**src/verilog/sprites.mem**
```
// Sprite s column c sits on word s*8+c, one 7-bit texel per row with row 0 lowest
// Sprite 0, red checker, opaque where column plus row is even
01C007001C0070
E003800E003800
01C007001C0070
E003800E003800
01C007001C0070
E003800E003800
01C007001C0070
E003800E003800
// Sprite 1, green checker in the opposite phase
98026009802600
013004C013004C
98026009802600
013004C013004C
98026009802600
013004C013004C
98026009802600
013004C013004C
// Sprite 2, blue stripes on the even rows
010C043010C043
010C043010C043
010C043010C043
010C043010C043
010C043010C043
010C043010C043
010C043010C043
010C043010C043
// Sprite 3, solid white
FFFFFFFFFFFFFF
FFFFFFFFFFFFFF
FFFFFFFFFFFFFF
FFFFFFFFFFFFFF
FFFFFFFFFFFFFF
FFFFFFFFFFFFFF
FFFFFFFFFFFFFF
FFFFFFFFFFFFFF

```
**src/verilog/render_pkg.sv**
```systemverilog
package render_pkg;

    // Screen geometry
    localparam int SCREEN_W  = 320;
    localparam int SCREEN_H  = 240;
    localparam int PIXELS    = SCREEN_W * SCREEN_H;
    localparam int SPLIT_COL = 159;
    localparam int LINE_BASE = SPLIT_COL * SCREEN_H;

    // Sprite geometry and the ROM image behind it
    localparam int    SPRITE_W     = 8;
    localparam int    SPRITE_H     = 8;
    localparam int    SPRITE_COUNT = 4;
    localparam string SPRITE_FILE  = "/design/src/verilog/sprites.mem";

    // Texture code decode
    localparam int FILL_FLAG_BIT = 6;
    localparam int SPLIT_CODE    = 31;

    // Frame timing and colour expansion
    localparam int FLUSH_PERIOD = 100000;
    localparam int FRAME_CNT_W  = $clog2(FLUSH_PERIOD + 1);
    localparam int COLOR_SCALE  = 85;

    // CPU register map
    localparam logic [3:0] REG_MID_X  = 4'd1;
    localparam logic [3:0] REG_MID_Y  = 4'd2;
    localparam logic [3:0] REG_NEG    = 4'd3;
    localparam logic [3:0] REG_TEX    = 4'd4;
    localparam logic [3:0] REG_PARITY = 4'd5;
    localparam logic [3:0] REG_GO     = 4'd6;

    // RR_GG_BB
    typedef logic [5:0] color_t;
    // Draw flag above the colour bits
    typedef logic [6:0] texel_t;
    typedef logic signed [9:0] coord_t;
    // Column * SCREEN_H + row
    typedef logic [16:0] fb_addr_t;
    typedef logic [6:0] tex_code_t;
    typedef logic [4:0] tex_addr_t;
    // One sprite column, row 0 in the low texel
    typedef logic [55:0] tex_word_t;

    typedef enum logic [1:0] {PLOT_FILL, PLOT_SPRITE, PLOT_LINE} plot_kind_t;
    typedef enum logic [1:0] {IDLE, PLOT, FLUSH} ctrl_state_t;

endpackage

```
**src/verilog/buffer_flusher.sv**
```systemverilog
`timescale 1ns/100ps

module buffer_flusher
    import render_pkg::*;
(
    input  logic     clk,
    input  logic     rst_n,
    input  logic     flush_start,
    output logic     flush_done,
    output fb_addr_t rd_addr,
    input  color_t   rd_data,
    output logic     wr_en,
    output fb_addr_t wr_addr,
    output color_t   wr_data
);

    logic     rd_busy;
    fb_addr_t wr_count;

    // Read data lands in the front buffer the cycle it returns
    assign wr_data = rd_data;

    always_ff @(posedge clk or negedge rst_n) begin
        if (!rst_n) begin
            rd_busy    <= 1'b0;
            rd_addr    <= '0;
            wr_en      <= 1'b0;
            wr_addr    <= '0;
            flush_done <= 1'b0;
            wr_count   <= '0;
        end else begin
            // Write stage trails the read address by one
            wr_en      <= rd_busy;
            wr_addr    <= rd_addr;
            flush_done <= wr_en && (wr_addr == fb_addr_t'(PIXELS - 1));
            if (flush_start) begin
                rd_busy  <= 1'b1;
                rd_addr  <= '0;
                wr_count <= '0;
            end else begin
                if (wr_en)
                    wr_count <= wr_count + 1'b1;
                if (rd_busy) begin
                    if (rd_addr == fb_addr_t'(PIXELS - 1))
                        rd_busy <= 1'b0;
                    else
                        rd_addr <= rd_addr + 1'b1;
                end
            end
        end
    end

    // No more than one frame of writes per flush
    assert property (@(posedge clk) disable iff (!rst_n)
        wr_en |-> (wr_count < fb_addr_t'(PIXELS)));

endmodule

```
**config.mk**
```make
export PLATFORM = sky130hd
export DESIGN_NAME = buffer_flusher
export DESIGN_NICKNAME = d
export VERILOG_FILES = /design/src/verilog/render_pkg.sv /design/src/verilog/buffer_flusher.sv
export SDC_FILE = /design/constraint.sdc
export NUM_CORES = 1
export LEC_CHECK = 0
export BUFFER_PORTS_ARGS = -buffer_cell sky130_fd_sc_hd__buf_2
export CAP_MARGIN = 20
export CORE_MARGIN = 2
export CORE_UTILIZATION = 31
export CTS_BUF_LIST = sky130_fd_sc_hd__clkbuf_8
export CTS_CLUSTER_DIAMETER = 30
export DETAILED_ROUTE_END_ITERATION = 8
export MAX_ROUTING_LAYER = met4
export SLEW_MARGIN = 10
export SYNTH_ARGS = -nofsm -noshare
export SYNTH_HDL_FRONTEND = slang
export SYNTH_SLANG_ARGS = --single-unit
```
**constraint.sdc**
```tcl
create_clock -name clk -period 2.4 [get_ports clk]
set_clock_uncertainty 0.2 [all_clocks]
set_input_delay 0.12 -clock clk [delete_from_list [all_inputs] [get_ports clk]]
set_output_delay 0.12 -clock clk [all_outputs]
set_load 0.01 [all_outputs]
```
==> results.cfg <==
[die]
initial_core_util = 0.319
die_w_um = 76.0
pin_count = 51
coreArea_um2 = 5040
die_h_um = 76.0
die-area_um2 = 5770
placementRows = 26

[placed_design]
place.gp.congestion = 0.795
io_buffers = 38
dpl.hpwl_um = 2400
dpl_cell_area_um2 = 1870

[clock_tree]
htree_num_levels = 2
path_clk_slew_ns = 0.07
cts-root-buf = clkbuf_8
cts-buffers-inserted = 5
postCtsResizedCells = 0
cts_tree = done
cts_setup_buffers = 0
clk_path_buf_depth = 2
holdBufCountCts = 1
clock-sinks = 37
worstSkewPairLatency_ns = 0.28

[synth]
syn_area_um2 = 1610
syn_avg_cell_area_um2 = 11.3
synthCells = 142
syn-num-nets = 152
synth.distinct_cells = 36
synth_enable_flop_cells = 0
synth_ff_type = dfrtp_1
ys_seq_area_frac = 0.576
yosys_warnings = 0
synth-seq-cells = 37
async_flop_share = 1.00

[cells_and_area]
multi_input_area_um2 = 613
layout_common_cells = 38 x buf_2, 37 x dfrtp_1, 12 x a21oi_1, 9 x nand3_1, 9 x nor2_1
layout.nets = 194
regArea_um2 = 926
final_area_um2 = 1980
layout_commonest_cell = buf_2
num_antenna_cells = 0
area_delta_synth_final_pct = 23.3
drive_above_1_share = 0.324
nFillCells = 487
fin_util = 0.393

[flow_run]
maxCapViolCount = 0

[drt]
drc = 0
vias = 1240
drtAntennaViolNets = 0
first_pass_iters = 4
wl_um = 3370
drt-wirelength-per-cell_um = 13.2
via_per_inst = 4.86
drt_iter0_drc = 88

[pwr]
clock_power_share = 0.403
vdd_ir_drop_max_v = 0.000186
intPower_uw = 911
sw_frac_of_total = 0.215
switchingPower_uw = 250
p_comb_frac = 0.048
cellLeakagePower_uw = 0.000988
powerDensity_nw_per_um2 = 586
power.share.sequential = 0.549

[global_routing]
grtUsageTotal = 0.129
antenna_found_initial = 0
first_global_vias = 1146
grt_overflow = 0
grt_max_degree = 38
grt_pass1_wl_um = 5740

[timing]
finalHoldViolCount = 0
rsz0062_at_grt = false
slew_headroom = 0.467
drv_slew = 0
finalSetupViolCount = 0
fin_crit_ns = 2.18
worst_pin_slew_ns = 0.799
finalCritPeriodShare = 0.907
fmax_mhz = 459
setup_tns_ns = 0

[run_status]
outcome = finished, final reports clean

[setup_path]
crit_buf_inv = 1
crit_family = simple AND/OR/NAND/NOR gates
startpoint_type = register
cpMaxStageDelayCell = or4b_4
crit_path_end_kind = register
cp.arrival_ns = 2.14
r2r_slack_ns = 0.22
criticalPathCategory = register to register
max_stage_delay_ns = 0.55
crit_fanout = 9
cp.required_ns = 2.37
crit_chain = or4b_4, nor4_4, buf_4, a21boi_2, mux2_4

[min_path]
hold_path.class = primary input to primary output
[state kept, by name, summed over array words and instances (netlist names)]
signal / cells
rd_addr: 17
wr_addr: 17
flush_done: 1
rd_busy: 1
wr_en: 1
[through the flow]
stage | total power [uW] | std cells | worst slack, ns | hold slack (ns)
6_report | 1160 | 255 | 0.223 | 0.0400
5_1_grt | 1210 | 255 | 0.135 | 0.0400
4_1_cts | 1180 | 255 | 0.231 | 0.0401
3_5_place_dp | 705 | 246 | 0.246 | 0.0401
3_3_place_gp | 705 | 246 | 0.272 | 0.0401
2_1_floorplan | 682 | 142 | 0.189 | -0.376
[worst paths after layout]
check | from | end | cells past startpoint
worst max-delay path | rd_addr[15] | rd_addr[0] | 5
worst min-delay path | rd_data[1] | wr_data[1] | 0
worst max register to register | rd_addr[15] | rd_addr[0] | 5
worst min register to register | rd_addr[16] | wr_addr[16] | 0
max in group asynchronous | rst_n | wr_addr[5] | 2
min in group asynchronous | rst_n | wr_addr[4] | 2
[kinds of logic (layout without fill, tap and decap cells)]
logic type      count (synthesis)  in the layout  share of synthesized area
compound gates                 21             21                     0.0779
xor+xnor                        2              2                     0.0109
fa+ha+maj                       1              1                    0.00779
buf+inv                        12             55                     0.0421
flops                          37             37                      0.576
mux                             7              7                     0.0498
simple gates                   62             62                      0.235
[routing by layer]
metal / vias up / share of wire / GRT usage
met5: - / 0 / -
met2: 42 / 0.47 / 0.188
met3: 10 / 0.049 / 0.0284
met4: 0 / 0.019 / 0.0691
met1: 592 / 0.46 / 0.167
li1: 596 / - / -
[power by group through the flow]
stage	Sequential [uW]	Clock (uW)	Combinational [uW]
2_1_floorplan	656	0	26.2
3_3_place_gp	650	0	55.3
3_5_place_dp	650	0	55.1
4_1_cts	638	484	56.4
5_1_grt	638	505	61.7
6_report	638	468	55.3
[synthesized netlist by cell type (all sizes together), types with 2 or more instances]
| cell type | count | area, um2 |
|---|---|---|
| dfrtp | 37 | 926 |
| mux2 | 5 | 60.1 |
| or3 | 4 | 26.3 |
| and3 | 6 | 38.8 |
| nand2b | 3 | 18.8 |
| buf | 6 | 45.0 |
| nor3 | 2 | 10.0 |
| inv | 2 | 7.51 |
| nand4 | 7 | 43.8 |
| nand3 | 9 | 45.0 |
| mux2i | 2 | 20.0 |
| nor2 | 9 | 33.8 |
| o21ai | 4 | 20.0 |
| nand4bb | 2 | 22.5 |
| a21oi | 12 | 60.1 |
| clkbuf | 4 | 15.0 |
| nand2 | 5 | 18.8 |
| nor2b | 5 | 31.3 |
| nor4 | 5 | 46.3 |
[cell type report]
class / count / area share
clock buffer: 7 / 0.0486
clock inverter: 1 / 0.00253
inverter: 2 / 0.00379
multi-input combinational: 93 / 0.310
sequential: 37 / 0.467
tap: 70 / 0.0442
timing repair buffer: 45 / 0.124
(Power assumes the default switching activity.)
