## src/verilog/sprites.mem

```
// Sprite s column c sits on word s*8+c, one 7-bit texel per row with row 0 lowest
// Sprite 0, red checker, opaque where column plus row is even
01C007001C0070
E003800E003800
01C007001C0070
E003800E003800
01C007001C0070
E003800E003800
01C007001C0070
E003800E003800
// Sprite 1, green checker in the opposite phase
98026009802600
013004C013004C
98026009802600
013004C013004C
98026009802600
013004C013004C
98026009802600
013004C013004C
// Sprite 2, blue stripes on the even rows
010C043010C043
010C043010C043
010C043010C043
010C043010C043
010C043010C043
010C043010C043
010C043010C043
010C043010C043
// Sprite 3, solid white
FFFFFFFFFFFFFF
FFFFFFFFFFFFFF
FFFFFFFFFFFFFF
FFFFFFFFFFFFFF
FFFFFFFFFFFFFF
FFFFFFFFFFFFFF
FFFFFFFFFFFFFF
FFFFFFFFFFFFFF

```

## src/verilog/render_pkg.sv

```systemverilog
package render_pkg;

    // Screen geometry
    localparam int SCREEN_W  = 320;
    localparam int SCREEN_H  = 240;
    localparam int PIXELS    = SCREEN_W * SCREEN_H;
    localparam int SPLIT_COL = 159;
    localparam int LINE_BASE = SPLIT_COL * SCREEN_H;

    // Sprite geometry and the ROM image behind it
    localparam int    SPRITE_W     = 8;
    localparam int    SPRITE_H     = 8;
    localparam int    SPRITE_COUNT = 4;
    localparam string SPRITE_FILE  = "/design/src/verilog/sprites.mem";

    // Texture code decode
    localparam int FILL_FLAG_BIT = 6;
    localparam int SPLIT_CODE    = 31;

    // Frame timing and colour expansion
    localparam int FLUSH_PERIOD = 100000;
    localparam int FRAME_CNT_W  = $clog2(FLUSH_PERIOD + 1);
    localparam int COLOR_SCALE  = 85;

    // CPU register map
    localparam logic [3:0] REG_MID_X  = 4'd1;
    localparam logic [3:0] REG_MID_Y  = 4'd2;
    localparam logic [3:0] REG_NEG    = 4'd3;
    localparam logic [3:0] REG_TEX    = 4'd4;
    localparam logic [3:0] REG_PARITY = 4'd5;
    localparam logic [3:0] REG_GO     = 4'd6;

    // RR_GG_BB
    typedef logic [5:0] color_t;
    // Draw flag above the colour bits
    typedef logic [6:0] texel_t;
    typedef logic signed [9:0] coord_t;
    // Column * SCREEN_H + row
    typedef logic [16:0] fb_addr_t;
    typedef logic [6:0] tex_code_t;
    typedef logic [4:0] tex_addr_t;
    // One sprite column, row 0 in the low texel
    typedef logic [55:0] tex_word_t;

    typedef enum logic [1:0] {PLOT_FILL, PLOT_SPRITE, PLOT_LINE} plot_kind_t;
    typedef enum logic [1:0] {IDLE, PLOT, FLUSH} ctrl_state_t;

endpackage

```

## src/verilog/render_ctrl.sv

```systemverilog
`timescale 1ns/100ps

module render_ctrl
    import render_pkg::*;
(
    input  logic        clk,
    input  logic        rst_n,
    input  logic [3:0]  address,
    input  logic        read,
    input  logic        write,
    input  logic [31:0] writedata,
    output logic [31:0] readdata,
    output logic        waitrequest,
    output logic        plot_start,
    output plot_kind_t  plot_kind,
    output color_t      fill_color,
    output logic [1:0]  sprite_index,
    output coord_t      mid_x,
    output coord_t      mid_y,
    input  logic        plot_done,
    output logic        flush_start,
    input  logic        flush_done
);

    ctrl_state_t            state;
    tex_code_t              tex_code;
    logic                   neg_flag;
    logic                   parity;
    logic [FRAME_CNT_W-1:0] frame_cnt;
    logic                   flush_due;
    logic                   kind_valid;
    logic                   cpu_read;
    logic                   cpu_write;
    logic                   go;

    // Accesses only land while the port is not stalled
    assign cpu_read  = read && !waitrequest;
    assign cpu_write = write && !waitrequest;
    assign go        = cpu_write && (address == REG_GO);
    assign flush_due = (frame_cnt == FRAME_CNT_W'(FLUSH_PERIOD));

    // Texture code decode
    always_comb begin
        plot_kind  = PLOT_SPRITE;
        kind_valid = 1'b1;
        if (tex_code[FILL_FLAG_BIT])
            plot_kind = PLOT_FILL;
        else if (tex_code == tex_code_t'(SPLIT_CODE))
            plot_kind = PLOT_LINE;
        else if (tex_code == '0 || tex_code > tex_code_t'(SPRITE_COUNT))
            kind_valid = 1'b0;
    end

    assign fill_color   = color_t'(tex_code);
    // Codes 1 to 4 map to sprites 0 to 3
    assign sprite_index = 2'(tex_code - 7'd1);

    always_ff @(posedge clk or negedge rst_n) begin
        if (!rst_n) begin
            mid_x    <= '0;
            mid_y    <= '0;
            neg_flag <= 1'b0;
            tex_code <= '0;
            readdata <= '0;
        end else begin
            if (cpu_write) begin
                case (address)
                    REG_MID_X: mid_x <= neg_flag ? -coord_t'({1'b0, writedata[8:0]})
                                                 : coord_t'({1'b0, writedata[8:0]});
                    REG_MID_Y: mid_y <= neg_flag ? -coord_t'({2'b0, writedata[7:0]})
                                                 : coord_t'({2'b0, writedata[7:0]});
                    REG_NEG:   neg_flag <= writedata[0];
                    REG_TEX:   tex_code <= writedata[6:0];
                    default:   ;
                endcase
            end
            if (cpu_read && address == REG_PARITY)
                readdata <= {31'b0, parity};
        end
    end

    always_ff @(posedge clk or negedge rst_n) begin
        if (!rst_n) begin
            state       <= IDLE;
            waitrequest <= 1'b0;
            plot_start  <= 1'b0;
            flush_start <= 1'b0;
            parity      <= 1'b0;
            frame_cnt   <= '0;
        end else begin
            plot_start  <= 1'b0;
            flush_start <= 1'b0;
            // Frame counter saturates until the flush takes it
            if (state != FLUSH && !flush_due)
                frame_cnt <= frame_cnt + 1'b1;
            case (state)
                IDLE: begin
                    if (go) begin
                        // Unknown codes stall for one cycle only
                        waitrequest <= 1'b1;
                        plot_start  <= kind_valid;
                        if (kind_valid)
                            state <= PLOT;
                    end else if (flush_due) begin
                        waitrequest <= 1'b1;
                        flush_start <= 1'b1;
                        state       <= FLUSH;
                    end else begin
                        waitrequest <= 1'b0;
                    end
                end
                PLOT: begin
                    if (plot_done) begin
                        if (flush_due) begin
                            // Deferred flush goes straight on
                            flush_start <= 1'b1;
                            state       <= FLUSH;
                        end else begin
                            waitrequest <= 1'b0;
                            state       <= IDLE;
                        end
                    end
                end
                FLUSH: begin
                    if (flush_done) begin
                        parity      <= ~parity;
                        frame_cnt   <= '0;
                        waitrequest <= 1'b0;
                        state       <= IDLE;
                    end
                end
                default: state <= IDLE;
            endcase
        end
    end

    // CPU stays stalled for the whole of a plot or flush
    assert property (@(posedge clk) disable iff (!rst_n)
        (state == PLOT || state == FLUSH) |-> waitrequest);

    // No plot can overlap the buffer copy
    assert property (@(posedge clk) disable iff (!rst_n)
        plot_start |-> (state != FLUSH) && !flush_start);

endmodule

```

## config.mk

```make
export PLATFORM = sky130hd
export DESIGN_NAME = render_ctrl
export DESIGN_NICKNAME = d
export VERILOG_FILES = /design/src/verilog/render_pkg.sv /design/src/verilog/render_ctrl.sv
export SDC_FILE = /design/constraint.sdc
export NUM_CORES = 1
export LEC_CHECK = 0
export BUFFER_PORTS_ARGS = -buffer_cell sky130_fd_sc_hd__buf_2
export CAP_MARGIN = 30
export CORE_ASPECT_RATIO = 0.9
export CORE_MARGIN = 4
export CORE_UTILIZATION = 40
export CTS_CLUSTER_SIZE = 28
export DETAILED_ROUTE_END_ITERATION = 12
export PLACE_DENSITY = 0.77
export SLEW_MARGIN = 30
export SYNTH_ARGS = -nofsm -noshare
export SYNTH_HDL_FRONTEND = slang
export SYNTH_SLANG_ARGS = --single-unit
export TNS_END_PERCENT = 50
```

## constraint.sdc

```tcl
create_clock -name clk -period 2.3 [get_ports clk]
set_input_delay 0.46 -clock clk [delete_from_list [all_inputs] [get_ports clk]]
set_output_delay 0.46 -clock clk [all_outputs]
set_load 0.05 [all_outputs]
```

==> out/metrics.cfg <==
[run_status]
status = complete, no violations

[routing]
first_pass_iters = 4
vias = 2243
postRouteAntennaNets = 0
drc = 0
met3_length_um = 313
met2WireLength_mm = 2.96
drtIter0Drc = 108
highest_layer = met4
routed_wl_mm = 6.29
viasPerCell = 4.97
wl_per_cell_um = 13.9
drt-met1-wl_mm = 2.89

[cts]
cts_setup_buffers = 0
cts_sinks = 52
clockBufferDepth = 2
cts_made_buffers = 5
cts_tree = yes
clock_latency_ns = 0.31
clk_pin_slew_ns = 0.10
h-tree-depth = 2
cts_hold_buffers = 0
cts.repair.resized = 0
cts_root_buffer = clkbuf_8

[die]
row_count = 29
core-area_um2 = 7110
start_util = 0.415
dieWidth_um = 98.5
fp.dieArea_um2 = 8820
num_io_pins = 107
die_h_um = 89.5

[critical_path]
start_kind = flip-flop
worstPathMaxFanout = 9
slowest_stage = dfrtp_1
required_ns = 2.54
cp.arrival_ns = 2.32
r2r_start = state[0]
r2r_setup_slack_ns = 0.22
cp.buffers_inverters = 2
path_cells = inv_1, ha_1, buf_4, nand4b_1, or3_1, or3_1, a21oi_1
cpLargestDelayFamily = simple AND/OR/NAND/NOR gates
cp-end-kind = flip-flop
cpMostUsedCell = or3_1
path_class = flip-flop to flip-flop
critPathLaunch = state[0]
cpPeakStageDelay_ns = 0.43

[global_routing]
grt_pass1_vias = 2057
antenna_found_initial = 0
gr-total-overflow = 0
grt_max_degree = 31
grt_pass1_wl_mm = 10.1
track_usage = 0.140

[timing]
period_minus_slack_ns = 2.08
rsz0062_at_grt = no
timing.final.crit_share = 0.906
tns_ns = 0
fmax_ghz = 0.480
setup_viol = 0
relSlewSlack = 0.535
final-max-slew-violation-count = 0
hold_viol = 0
finClkSkew_ns = 0.00870
worst_slew_pin_slew_ns = 0.687

[power]
powerDensity_nw_per_um2 = 1010
p_leak_nw = 1.58
pwr-share-comb = 0.444
pwr-share-clk = 0.167
p_seq_frac = 0.389
switching_share = 0.469
ir_worst_vdd_mv = 0.513
netSwitchingPower_mw = 1.56
intPower_mw = 1.76

[synthesis]
synth_enable_flop_cells = 0
synth_seq_cells = 52
async_reset_ff_frac = 1.00
syn_inst = 304
avgSynthCellArea_um2 = 9.71
synth_cell_types = 50
netlist.area_leader.share = 0.441
synthTopCellsByArea = dfrtp_1 (44%), buf_4 (9.4%), o21ai_0 (4.9%), ha_1 (3.8%), nand2_1 (3.8%)
yosysWarnings = 0
syn_area_um2 = 2950
synth.yosys.seq_area_share = 0.441
yosys-top-cells-count = dfrtp_1 (52), buf_4 (37), nand2_1 (30)
yosys_most_used_dff = dfrtp_1
synth.most_common_cell = dfrtp_1
yosysTopAreaCell = dfrtp_1

[cells_and_area]
layout.cells.non_filler = 451
area_delta_synth_final_pct = 11.7
design_area_um2 = 3300
diodes = 0
nets = 408
drive_gt1_frac = 0.229
n_fill_cell = 708

[worst_hold_path]
hold_path_class = input port to asynchronous set/reset pin

[placed_design]
post-dp-hpwl_mm = 4.82
numPortBuffers = 52
dp.cells = 443
dpl_cell_area_um2 = 3200
place_congestion = 0.885

[flow_run]
cap_viol_max_count = 0

-- metal layers --
metal	global-route usage	vias up
met3	0.0257	8
met5	0	-
li1	-	1099
met1	0.199	1068
met2	0.217	68
met4	0.0509	0
-- sequential cells by signal, indices dropped and copies added, names as in the netlist --
name,cells
frame_cnt,17
mid_x,10
mid_y,10
tex_code,7
state,2
flush_start,1
neg_flag,1
parity,1
plot_start,1
readdata,1
waitrequest,1
-- cells by family after synthesis --
kind of cell	Yosys count	synth area share
mux	10	0.0377
flops	52	0.441
xor+xnor	18	0.0534
other cells	1	0.00127
compound gates	56	0.112
buf+inv	59	0.123
fa+ha+maj	9	0.0382
simple gates	99	0.194
-- power groups by stage --
stage                     registers (mW)  logic [mW]  clock network, mW
after floorplan                     1.65       0.844                  0
after global placement              1.29        1.45                  0
after detailed placement            1.31        1.47                  0
after CTS                           1.29        1.48              0.575
after global routing                1.32        1.59              0.623
final                               1.29        1.47              0.555
-- worst reg2reg max path: cells and delay by family (launching register included) --
kind            cells  cell delay (ns)
compound gates      1             0.14
fa+ha+maj           1             0.22
buf+inv             2             0.26
flops               1             0.43
simple gates        3             0.96
-- placed cells by master (no fill, tap or decap), types with 5 or more instances in the layout --
cell type / n
buf_2: 52
xor2_1: 8
buf_4: 9
nor4b_1: 5
nand4_1: 5
nand2_1: 30
conb_1: 31
dfrtp_1: 52
o21ai_0: 29
nor2_1: 14
mux2_2: 8
nor3_1: 5
o21ai_1: 5
xnor2_1: 10
nand3_1: 6
ha_1: 9
clkbuf_8: 6
or3_1: 7
inv_1: 14
a21oi_1: 6
-- layout make-up --
cell class	count	area, µm²	area share
well taps	93	116	0.0353
flip-flops and latches	52	1300	0.395
clock buffers	6	82.6	0.0250
multi-input cells	223	1400	0.425
inverters	14	52.6	0.0159
clock inverters	2	15.0	0.00455
repair buffers	61	328	0.0994
-- final timing paths --
| path | cells past startpoint | end |
|---|---|---|
| worst max-delay path | 7 | frame_cnt[15] |
| worst min-delay path | 1 | mid_y[0] |
| worst max register to register | 7 | frame_cnt[15] |
| worst min register to register | 1 | parity |
| max in group asynchronous | 2 | frame_cnt[6] |
| min in group clk | 3 | flush_start |
-- per-stage QoR --
stage	utilization	total power, mW	hold slack (ns)	worst slack [ns]
global placement	0.450	2.75	0.459	0.321
floorplan	-	2.49	0.164	0.145
global route	0.464	3.53	0.221	0.104
CTS	0.464	3.34	0.195	0.237
detailed placement	0.450	2.78	0.459	0.257
finish	0.464	3.32	0.180	0.217
No activity file was read; power rests on OpenSTA's default activity.
