--- src/verilog/sprites.mem ---
// Sprite s column c sits on word s*8+c, one 7-bit texel per row with row 0 lowest
// Sprite 0, red checker, opaque where column plus row is even
01C007001C0070
E003800E003800
01C007001C0070
E003800E003800
01C007001C0070
E003800E003800
01C007001C0070
E003800E003800
// Sprite 1, green checker in the opposite phase
98026009802600
013004C013004C
98026009802600
013004C013004C
98026009802600
013004C013004C
98026009802600
013004C013004C
// Sprite 2, blue stripes on the even rows
010C043010C043
010C043010C043
010C043010C043
010C043010C043
010C043010C043
010C043010C043
010C043010C043
010C043010C043
// Sprite 3, solid white
FFFFFFFFFFFFFF
FFFFFFFFFFFFFF
FFFFFFFFFFFFFF
FFFFFFFFFFFFFF
FFFFFFFFFFFFFF
FFFFFFFFFFFFFF
FFFFFFFFFFFFFF
FFFFFFFFFFFFFF

--- src/verilog/render_pkg.sv ---
package render_pkg;

    // Screen geometry
    localparam int SCREEN_W  = 320;
    localparam int SCREEN_H  = 240;
    localparam int PIXELS    = SCREEN_W * SCREEN_H;
    localparam int SPLIT_COL = 159;
    localparam int LINE_BASE = SPLIT_COL * SCREEN_H;

    // Sprite geometry and the ROM image behind it
    localparam int    SPRITE_W     = 8;
    localparam int    SPRITE_H     = 8;
    localparam int    SPRITE_COUNT = 4;
    localparam string SPRITE_FILE  = "/design/src/verilog/sprites.mem";

    // Texture code decode
    localparam int FILL_FLAG_BIT = 6;
    localparam int SPLIT_CODE    = 31;

    // Frame timing and colour expansion
    localparam int FLUSH_PERIOD = 100000;
    localparam int FRAME_CNT_W  = $clog2(FLUSH_PERIOD + 1);
    localparam int COLOR_SCALE  = 85;

    // CPU register map
    localparam logic [3:0] REG_MID_X  = 4'd1;
    localparam logic [3:0] REG_MID_Y  = 4'd2;
    localparam logic [3:0] REG_NEG    = 4'd3;
    localparam logic [3:0] REG_TEX    = 4'd4;
    localparam logic [3:0] REG_PARITY = 4'd5;
    localparam logic [3:0] REG_GO     = 4'd6;

    // RR_GG_BB
    typedef logic [5:0] color_t;
    // Draw flag above the colour bits
    typedef logic [6:0] texel_t;
    typedef logic signed [9:0] coord_t;
    // Column * SCREEN_H + row
    typedef logic [16:0] fb_addr_t;
    typedef logic [6:0] tex_code_t;
    typedef logic [4:0] tex_addr_t;
    // One sprite column, row 0 in the low texel
    typedef logic [55:0] tex_word_t;

    typedef enum logic [1:0] {PLOT_FILL, PLOT_SPRITE, PLOT_LINE} plot_kind_t;
    typedef enum logic [1:0] {IDLE, PLOT, FLUSH} ctrl_state_t;

endpackage

--- src/verilog/plot_engine.sv ---
`timescale 1ns/100ps

module plot_engine
    import render_pkg::*;
(
    input  logic       clk,
    input  logic       rst_n,
    input  logic       plot_start,
    input  plot_kind_t plot_kind,
    input  color_t     fill_color,
    input  logic [1:0] sprite_index,
    input  coord_t     mid_x,
    input  coord_t     mid_y,
    output logic       plot_done,
    output tex_addr_t  tex_addr,
    input  tex_word_t  tex_word,
    output logic       wr_en,
    output fb_addr_t   wr_addr,
    output color_t     wr_data
);

    logic       lin_busy;
    fb_addr_t   lin_last;
    logic       spr_busy;
    logic [2:0] col;
    logic [3:0] step;
    coord_t     pix_x;
    coord_t     pix_y;
    logic       on_screen;
    logic       stg_valid;
    logic       stg_last;
    logic [2:0] stg_row;
    fb_addr_t   stg_addr;
    texel_t     texel;

    // One ROM word per sprite column
    assign tex_addr = {sprite_index, col};

    // Screen position of the walker, centred on mid
    assign pix_x = mid_x + coord_t'(col) - coord_t'(SPRITE_W / 2);
    assign pix_y = mid_y + coord_t'(step) - coord_t'(SPRITE_H / 2);
    assign on_screen = (pix_x >= 0) && (pix_x < SCREEN_W) &&
                       (pix_y >= 0) && (pix_y < SCREEN_H);

    // Sprite walker where step SPRITE_H is the gap to the next column
    always_ff @(posedge clk or negedge rst_n) begin
        if (!rst_n) begin
            spr_busy <= 1'b0;
            col      <= '0;
            step     <= '0;
        end else if (plot_start && plot_kind == PLOT_SPRITE) begin
            spr_busy <= 1'b1;
            col      <= '0;
            step     <= '0;
        end else if (spr_busy) begin
            if (step == 4'(SPRITE_H)) begin
                step <= '0;
                col  <= col + 1'b1;
                if (col == 3'(SPRITE_W - 1))
                    spr_busy <= 1'b0;
            end else begin
                step <= step + 1'b1;
            end
        end
    end

    // Row position delayed one cycle to line up with the ROM word
    always_ff @(posedge clk or negedge rst_n) begin
        if (!rst_n) begin
            stg_valid <= 1'b0;
            stg_last  <= 1'b0;
        end else begin
            stg_valid <= spr_busy && (step < 4'(SPRITE_H)) && on_screen;
            stg_last  <= spr_busy && (step == 4'(SPRITE_H)) && (col == 3'(SPRITE_W - 1));
        end
    end

    always_ff @(posedge clk) begin
        stg_row  <= step[2:0];
        stg_addr <= fb_addr_t'(pix_x) * fb_addr_t'(SCREEN_H) + fb_addr_t'(pix_y);
    end

    assign texel = tex_word[stg_row * $bits(texel_t) +: $bits(texel_t)];

    // Back-buffer write port shared by the linear walk and the sprite pipe
    always_ff @(posedge clk or negedge rst_n) begin
        if (!rst_n) begin
            lin_busy  <= 1'b0;
            lin_last  <= '0;
            plot_done <= 1'b0;
            wr_en     <= 1'b0;
            wr_addr   <= '0;
            wr_data   <= '0;
        end else begin
            plot_done <= stg_last;
            if (plot_start && plot_kind != PLOT_SPRITE) begin
                lin_busy <= 1'b1;
                wr_en    <= 1'b1;
                if (plot_kind == PLOT_FILL) begin
                    wr_addr  <= '0;
                    lin_last <= fb_addr_t'(PIXELS - 1);
                    wr_data  <= fill_color;
                end else begin
                    // Split line is black
                    wr_addr  <= fb_addr_t'(LINE_BASE);
                    lin_last <= fb_addr_t'(LINE_BASE + SCREEN_H - 1);
                    wr_data  <= '0;
                end
            end else if (lin_busy) begin
                if (wr_addr == lin_last) begin
                    lin_busy  <= 1'b0;
                    wr_en     <= 1'b0;
                    plot_done <= 1'b1;
                end else begin
                    wr_addr <= wr_addr + 1'b1;
                end
            end else begin
                wr_en   <= stg_valid && texel[$bits(color_t)];
                wr_addr <= stg_addr;
                wr_data <= texel[$bits(color_t)-1:0];
            end
        end
    end

    // Clipping keeps every write inside the frame
    assert property (@(posedge clk) disable iff (!rst_n)
        wr_en |-> (wr_addr < fb_addr_t'(PIXELS)));

endmodule

--- config.mk ---
export PLATFORM = sky130hd
export DESIGN_NAME = plot_engine
export DESIGN_NICKNAME = d
export VERILOG_FILES = /design/src/verilog/render_pkg.sv /design/src/verilog/plot_engine.sv
export SDC_FILE = /design/constraint.sdc
export NUM_CORES = 1
export LEC_CHECK = 0
export BUFFER_PORTS_ARGS = -buffer_cell sky130_fd_sc_hd__buf_2
export CAP_MARGIN = 20
export CORE_AREA = 2 2 102 104
export DETAILED_ROUTE_END_ITERATION = 10
export DIE_AREA = 0 0 104 106
export PLACE_DENSITY = 0.79
export SYNTH_ARGS = -nofsm -noshare
export SYNTH_HDL_FRONTEND = slang
export SYNTH_SLANG_ARGS = --single-unit
--- constraint.sdc ---
create_clock -name clk -period 9.7 [get_ports clk]
set_clock_uncertainty 0.15 [all_clocks]
set_input_delay 0.485 -clock clk [delete_from_list [all_inputs] [get_ports clk]]
set_output_delay 0.485 -clock clk [all_outputs]
set_load 0.1 [all_outputs]
==> results.py, run 1 <==
metrics = {
    "die": {
        "rows": 37,
        "pin_count": 119,
        "die_width_um": 104,
        "start_util": 0.531,
        "die_height_um": 106,
        "die-area_um2": 11000,
        "core-area_um2": 10000,
    },
    "grt": {
        "grt_pass1_vias": 4676,
        "grt_pass1_wl_um": 20800,
        "grt_start_max_net_pins": 41,
        "antenna_found_initial": 0,
        "grt-ovfl-total": 0,
        "grt_usage": 0.230,
    },
    "sta": {
        "final.period_utilization": 0.622,
        "min_period_ns": 6.03,
        "drv_slew": 0,
        "worst_slew_pin_slew_ns": 1.07,
        "rsz0062_at_grt": "false",
        "fmax_mhz": 166,
        "worst_slack_ns": 3.67,
        "final_hold_viol_count": 0,
        "setup-violations-final": 0,
        "holdWs_ns": 0.117,
        "slew_headroom": 0.282,
        "tns_ns": 0,
    },
    "clock_network": {
        "insertion_delay_ns": 0.34,
        "clk_pin_slew_ns": 0.08,
        "cts_tree": "done",
        "postCtsHoldBufs": 0,
        "numCtsBuffers": 9,
        "h-tree-depth": 3,
        "cts_root_buf": "clkbuf_8",
        "cts_max_path_buffers": 2,
        "clock_sinks": 59,
        "postCtsSetupBuffers": 0,
        "cts_resized": 0,
    },
    "layout": {
        "stdcell_area_um2": 6190,
        "antenna_cells": 0,
        "multi_input_area_um2": 3570,
        "area_growth_pct": 16.6,
        "final_common_cell": "buf_2",
        "utilization": 0.619,
        "instances_no_fill": 842,
        "seqCellArea_um2": 1380,
        "final_nets": 868,
        "fillerInstances": 877,
        "final_cell_mix": "114 x buf_2, 77 x inv_1, 62 x ha_1",
        "drive_gt1_frac": 0.228,
    },
    "synthesis": {
        "synth_cells": 590,
        "synth-edff-count": 0,
        "synth-async-reset-ratio": 0.661,
        "synth.net_count": 757,
        "synth_cell_type_count": 63,
        "synth_ff_type": "dfrtp_1",
        "synth-seq-area-share": 0.259,
        "synth_top_cell_area_share": 0.184,
        "yosys_warnings": 0,
        "synth_area_leader_cell": "dfrtp_1",
        "synthTopCellsByArea": "dfrtp_1 18%, ha_1 15%, dfxtp_1 7.5%",
        "ys_ff_latch": 59,
        "syn-mean-instance-area_um2": 9.01,
        "syn_area_um2": 5310,
    },
    "critical_path": {
        "worstPathMaxFanout": 6,
        "worst_ep_arrival_time_ns": 6.10,
        "r2r_slack_ns": 3.67,
        "crit_path_end_kind": "flip-flop",
        "crit_required_ns": 9.77,
        "crit_type": "reg2reg",
        "start_kind": "flip-flop",
    },
    "place": {
        "gp_congestion": 0.841,
        "portBuffers": 114,
        "placed_area_um2": 5990,
        "dp_worst_setup_slack_ns": 3.49,
        "dp_cells": 824,
        "hpwl_um": 9870,
    },
    "drt": {
        "drc": 0,
        "totalWireLength_um": 12100,
        "wl_per_cell_um": 14.4,
        "firstDrtPassIters": 4,
        "num_vias": 4578,
        "ant_nets": 0,
        "routed_via_density": 5.44,
        "drt_iter0_markers": 242,
    },
    "pwr": {
        "ir_drop_mv": 0.270,
        "power_density_nw_per_um2": 422,
        "report.power.total_mw": 2.62,
        "p_leak_nw": 3.18,
    },
    "run_status": {
        "status": "complete, no violations",
    },
    "flow_run": {
        "cap_violations": 0,
    },
    "worst_hold_path": {
        "hp-class": "in2async",
    },
}
==> power breakdown <==
part           switching, mW  internal (mW)  total, mW
clock network         0.0992         0.0982      0.197
registers             0.0764          0.342      0.418
logic                   1.05          0.947       2.00
==> logic make-up after synthesis <==
logic type                 after synthesis  synth area share
muxes                                   29            0.0895
and+or+nand+nor                        159             0.147
adders and majority gates               78             0.206
buffers and inverters                   94            0.0683
AOI/OAI and AO/OA                      122             0.147
DFF                                     59             0.259
xor gates and xnor gates                49            0.0834
==> cell usage after synthesis, types with 3 or more instances <==
master     n
fa_1      16
a211oi_1   3
nand2_1   47
mux2i_1    7
a21oi_1   43
o21ai_0   25
o211ai_1   5
xor2_1    17
o31a_1     3
xnor2_1   31
or4_1      3
o21a_1     7
mux2_2     7
nand4_1    5
dfxtp_1   20
a21o_1    11
or3_1      3
nand3_1   14
inv_1     77
ha_1      62
mux4_2    14
o21bai_1   3
clkbuf_1  13
nor3_1    10
and3_1     6
nand2b_1  12
dfrtp_1   39
nor2_1    41
==> final timing paths <==
| kind | start | to | depth (start not counted) |
|---|---|---|---|
| min in group clk | fill_color[5] | wr_data[5]$_DFFE_PN0P_ | 3 |
| min reg2reg | stg_addr[6]$_DFF_P_ | wr_addr[6]$_DFFE_PN0P_ | 2 |
| max reg2reg | col[1]$_DFFE_PN0P_ | stg_addr[16]$_DFF_P_ | 22 |
| min | rst_n | wr_data[3]$_DFFE_PN0P_ | 1 |
| max | col[1]$_DFFE_PN0P_ | stg_addr[16]$_DFF_P_ | 22 |
| max in group asynchronous | rst_n | step[3]$_DFFE_PN0P_ | 1 |
==> registers in the layout, summed over array words and instances (netlist names) <==
name       flops
stg_addr      17
wr_addr       17
wr_data        6
step           4
col            3
lin_last       3
stg_row        3
lin_busy       1
plot_done      1
spr_busy       1
stg_last       1
stg_valid      1
wr_en          1
==> layout make-up <==
cell class / count / area share
Clock inverter: 5 / 0.00485
Multi-Input combinational cell: 437 / 0.577
Timing Repair Buffer: 117 / 0.0990
Inverter: 77 / 0.0467
Tap cell: 136 / 0.0275
Sequential cell: 59 / 0.222
Clock buffer: 11 / 0.0228
==> layer usage <==
metal / routed length (um) / GRT usage
met2: 6020 / 0.403
met3: 627 / 0.0558
met5: 0 / 0
met1: 5140 / 0.270
met4: 359 / 0.0956
==> critical path, stage by stage, from the launching register on <==
cell and delay [ns]:
dfrtp_1 0.42, ha_1 0.29, ha_1 0.24, fa_1 0.41
a21oi_1 0.22, o21ai_1 0.17, xnor2_1 0.47, inv_1 0.22
ha_1 0.34, ha_1 0.28, inv_1 0.05, fa_1 0.49
inv_1 0.04, ha_1 0.33, o21ai_0 0.11, nor2b_1 0.15
xnor2_1 0.12, ha_1 0.32, and3_1 0.22, a32o_1 0.29
nor4_1 0.19, a311o_1 0.17, xnor3_1 0.20
No activity file was read; power rests on OpenSTA's default activity.
==> run 2: changes to the inputs <==
==> constraint.sdc (replaced) <==
create_clock -name clk -period 6.2 [get_ports clk]
set_clock_uncertainty 0.15 [all_clocks]
set_input_delay 0.31 -clock clk [delete_from_list [all_inputs] [get_ports clk]]
set_output_delay 0.31 -clock clk [all_outputs]
set_load 0.1 [all_outputs]
==> run 2 against run 1 <==
Cell area rose by 2.2%. Routed wire length up 0.89%. Critical path depth down 1. Clock power up 120%. Sequential power is 56% higher. Maximum frequency rose by 1.8%. Flip-flop and latch count unchanged. Utilization is 1.3 points higher. Critical endpoint unchanged. Largest power group unchanged. Highest routed layer unchanged.
==> results.py, run 2 (synthesis gave the netlist of run 1 again) <==
metrics = {
    "die": {
        "die-area_um2": 11000,
        "die_height_um": 106,
        "pin_count": 119,
        "core-area_um2": 10000,
        "die_width_um": 104,
        "start_util": 0.531,
        "rows": 37,
    },
    "clock_network": {
        "cts_max_path_buffers": 2,
        "numCtsBuffers": 9,
        "h-tree-depth": 3,
        "cts_tree": "done",
        "clock_sinks": 59,
        "clk_pin_slew_ns": 0.07,
        "cts_root_buf": "clkbuf_8",
        "insertion_delay_ns": 0.34,
    },
    "layout": {
        "layout_top_registers": "stg_addr (17), wr_addr (17), wr_data (6)",
        "final_cell_mix": "114 x buf_2, 76 x inv_1, 62 x ha_1",
        "area_growth_pct": 19.1,
        "final_nets": 872,
        "antenna_cells": 0,
        "stdcell_area_um2": 6330,
        "drive_gt1_frac": 0.244,
        "final_common_cell": "buf_2",
    },
    "grt": {
        "grt-ovfl-total": 0,
        "grt_start_max_net_pins": 40,
        "grt_usage": 0.228,
        "antenna_found_initial": 0,
        "grt_pass1_wl_um": 20900,
        "grt_pass1_vias": 4744,
    },
    "critical_path": {
        "r2r_slack_ns": 0.28,
        "worst_ep_arrival_time_ns": 5.98,
        "crit_path_end_kind": "flip-flop",
        "crit_type": "reg2reg",
        "reg2reg_depth": 21,
        "r2r_start": "col[1]$_DFFE_PN0P_",
        "start_kind": "flip-flop",
        "crit_required_ns": 6.26,
        "worstPathMaxFanout": 4,
        "crit_start": "col[1]$_DFFE_PN0P_",
        "crit_end": "stg_addr[16]$_DFF_P_",
        "rr_endpoint": "stg_addr[16]$_DFF_P_",
    },
    "sta": {
        "drv_slew": 0,
        "tns_ns": 0,
        "slew_headroom": 0.297,
        "setup-violations-final": 0,
        "final_hold_viol_count": 0,
        "rsz0062_at_grt": "false",
        "fmax_mhz": 169,
        "worst_slew_pin_slew_ns": 1.05,
        "min_period_ns": 5.92,
        "final.period_utilization": 0.955,
    },
    "worst_hold_path": {
        "hp-class": "in2reg",
    },
    "flow_run": {
        "cap_violations": 0,
    },
    "drt": {
        "firstDrtPassIters": 5,
        "drc": 0,
        "drt_iter0_markers": 266,
        "routed_via_density": 5.51,
        "num_vias": 4659,
        "wl_per_cell_um": 14.5,
        "totalWireLength_um": 12300,
        "ant_nets": 0,
    },
    "place": {
        "gp_congestion": 0.831,
        "portBuffers": 114,
        "hpwl_um": 9780,
        "placed_area_um2": 6020,
    },
    "pwr": {
        "p_leak_nw": 3.24,
        "power_density_nw_per_um2": 686,
        "ir_drop_mv": 0.506,
    },
    "run_status": {
        "status": "complete, no violations",
    },
}
-- run 2: changes by cell type in the layout (fill, tap and decap cells not counted), moves of 2 or more --
cell / delta
buf_4: +4
bufinv_16: +3
xnor2_1: -3
xnor2_2: +3
clkinv_2: -2
dfrtp_1: -2
dfrtp_2: +2
-- run 2: critical path, stage by stage (launching register included) --
cell and delay (ns):
dfrtp_2 0.43, ha_1 0.28, ha_1 0.23, fa_1 0.43, xor2_2 0.24, inv_1 0.16
fa_1 0.50, fa_1 0.52, inv_1 0.04, ha_1 0.34, o21a_1 0.20, o31a_1 0.12
o31a_1 0.25, o21ai_0 0.18, nor2b_1 0.18, xnor2_1 0.14, ha_1 0.29, and3_1 0.22
a32o_1 0.30, nor4_1 0.20, a311o_1 0.17, xnor3_1 0.21
-- run 2: what timing repair did --
| action | in CTS | in global routing |
|---|---|---|
| buffers inserted | 0 | 1 |
| hold buffers | 1 | 0 |
| resized for setup | 0 | 7 |
| setup endpoints to repair | 0 | 1 |
| hold endpoints to repair | 39 | 0 |
-- run 2: worst min path at each step --
stage | startpoint | to | slack [ns] | cells past startpoint
6_report | mid_y[0] | stg_addr[0]$_DFF_P_ | 0.05 | 2
5_1_grt | mid_y[0] | stg_addr[0]$_DFF_P_ | 0.04 | 2
4_1_cts | mid_y[0] | stg_addr[0]$_DFF_P_ | 0.04 | 2
3_5_place_dp | stg_last$_DFF_PN0_ | plot_done$_DFF_PN0_ | 0.29 | 1
3_3_place_gp | stg_addr[5]$_DFF_P_ | wr_addr[5]$_DFFE_PN0P_ | 0.29 | 2
2_1_floorplan | rst_n | col[0]$_DFFE_PN0P_ | -0.14 | 0
-- run 2: per-stage QoR --
stage	util	hold slack [ns]	worst slack (ns)	instances	power, mW
2_1_floorplan	-	-0.136	0.198	590	3.24
3_3_place_gp	0.602	0.285	0.399	828	3.64
3_5_place_dp	0.602	0.292	0.145	828	3.83
4_1_cts	0.628	0.0409	0.153	845	4.30
5_1_grt	0.633	0.0390	0.00109	846	4.72
6_report	0.633	0.0504	0.276	846	4.34
-- run 2: final cells by class --
type                    count  area [um^2]
inverters                  77          289
well taps                 136          170
fillers                   844         3670
repair buffers            121          626
clock inverters             6          111
multi-input cells         437         3620
flip-flops and latches     59         1380
clock buffers              10          138
-- run 2: where the power goes --
group	internal [mW]	switching (mW)	leakage, nW	total [mW]
Sequential	0.535	0.116	0.653	0.650
Clock	0.279	0.157	0.123	0.435
Combinational	1.50	1.75	2.46	3.26
-- run 2: per-layer routing --
metal,vias to the layer above,GRT usage,part of all wire
li1,2273,-,-
met1,2224,0.266,0.41
met2,145,0.428,0.53
met3,17,0.0374,0.046
met4,0,0.0734,0.014
met5,-,0,0
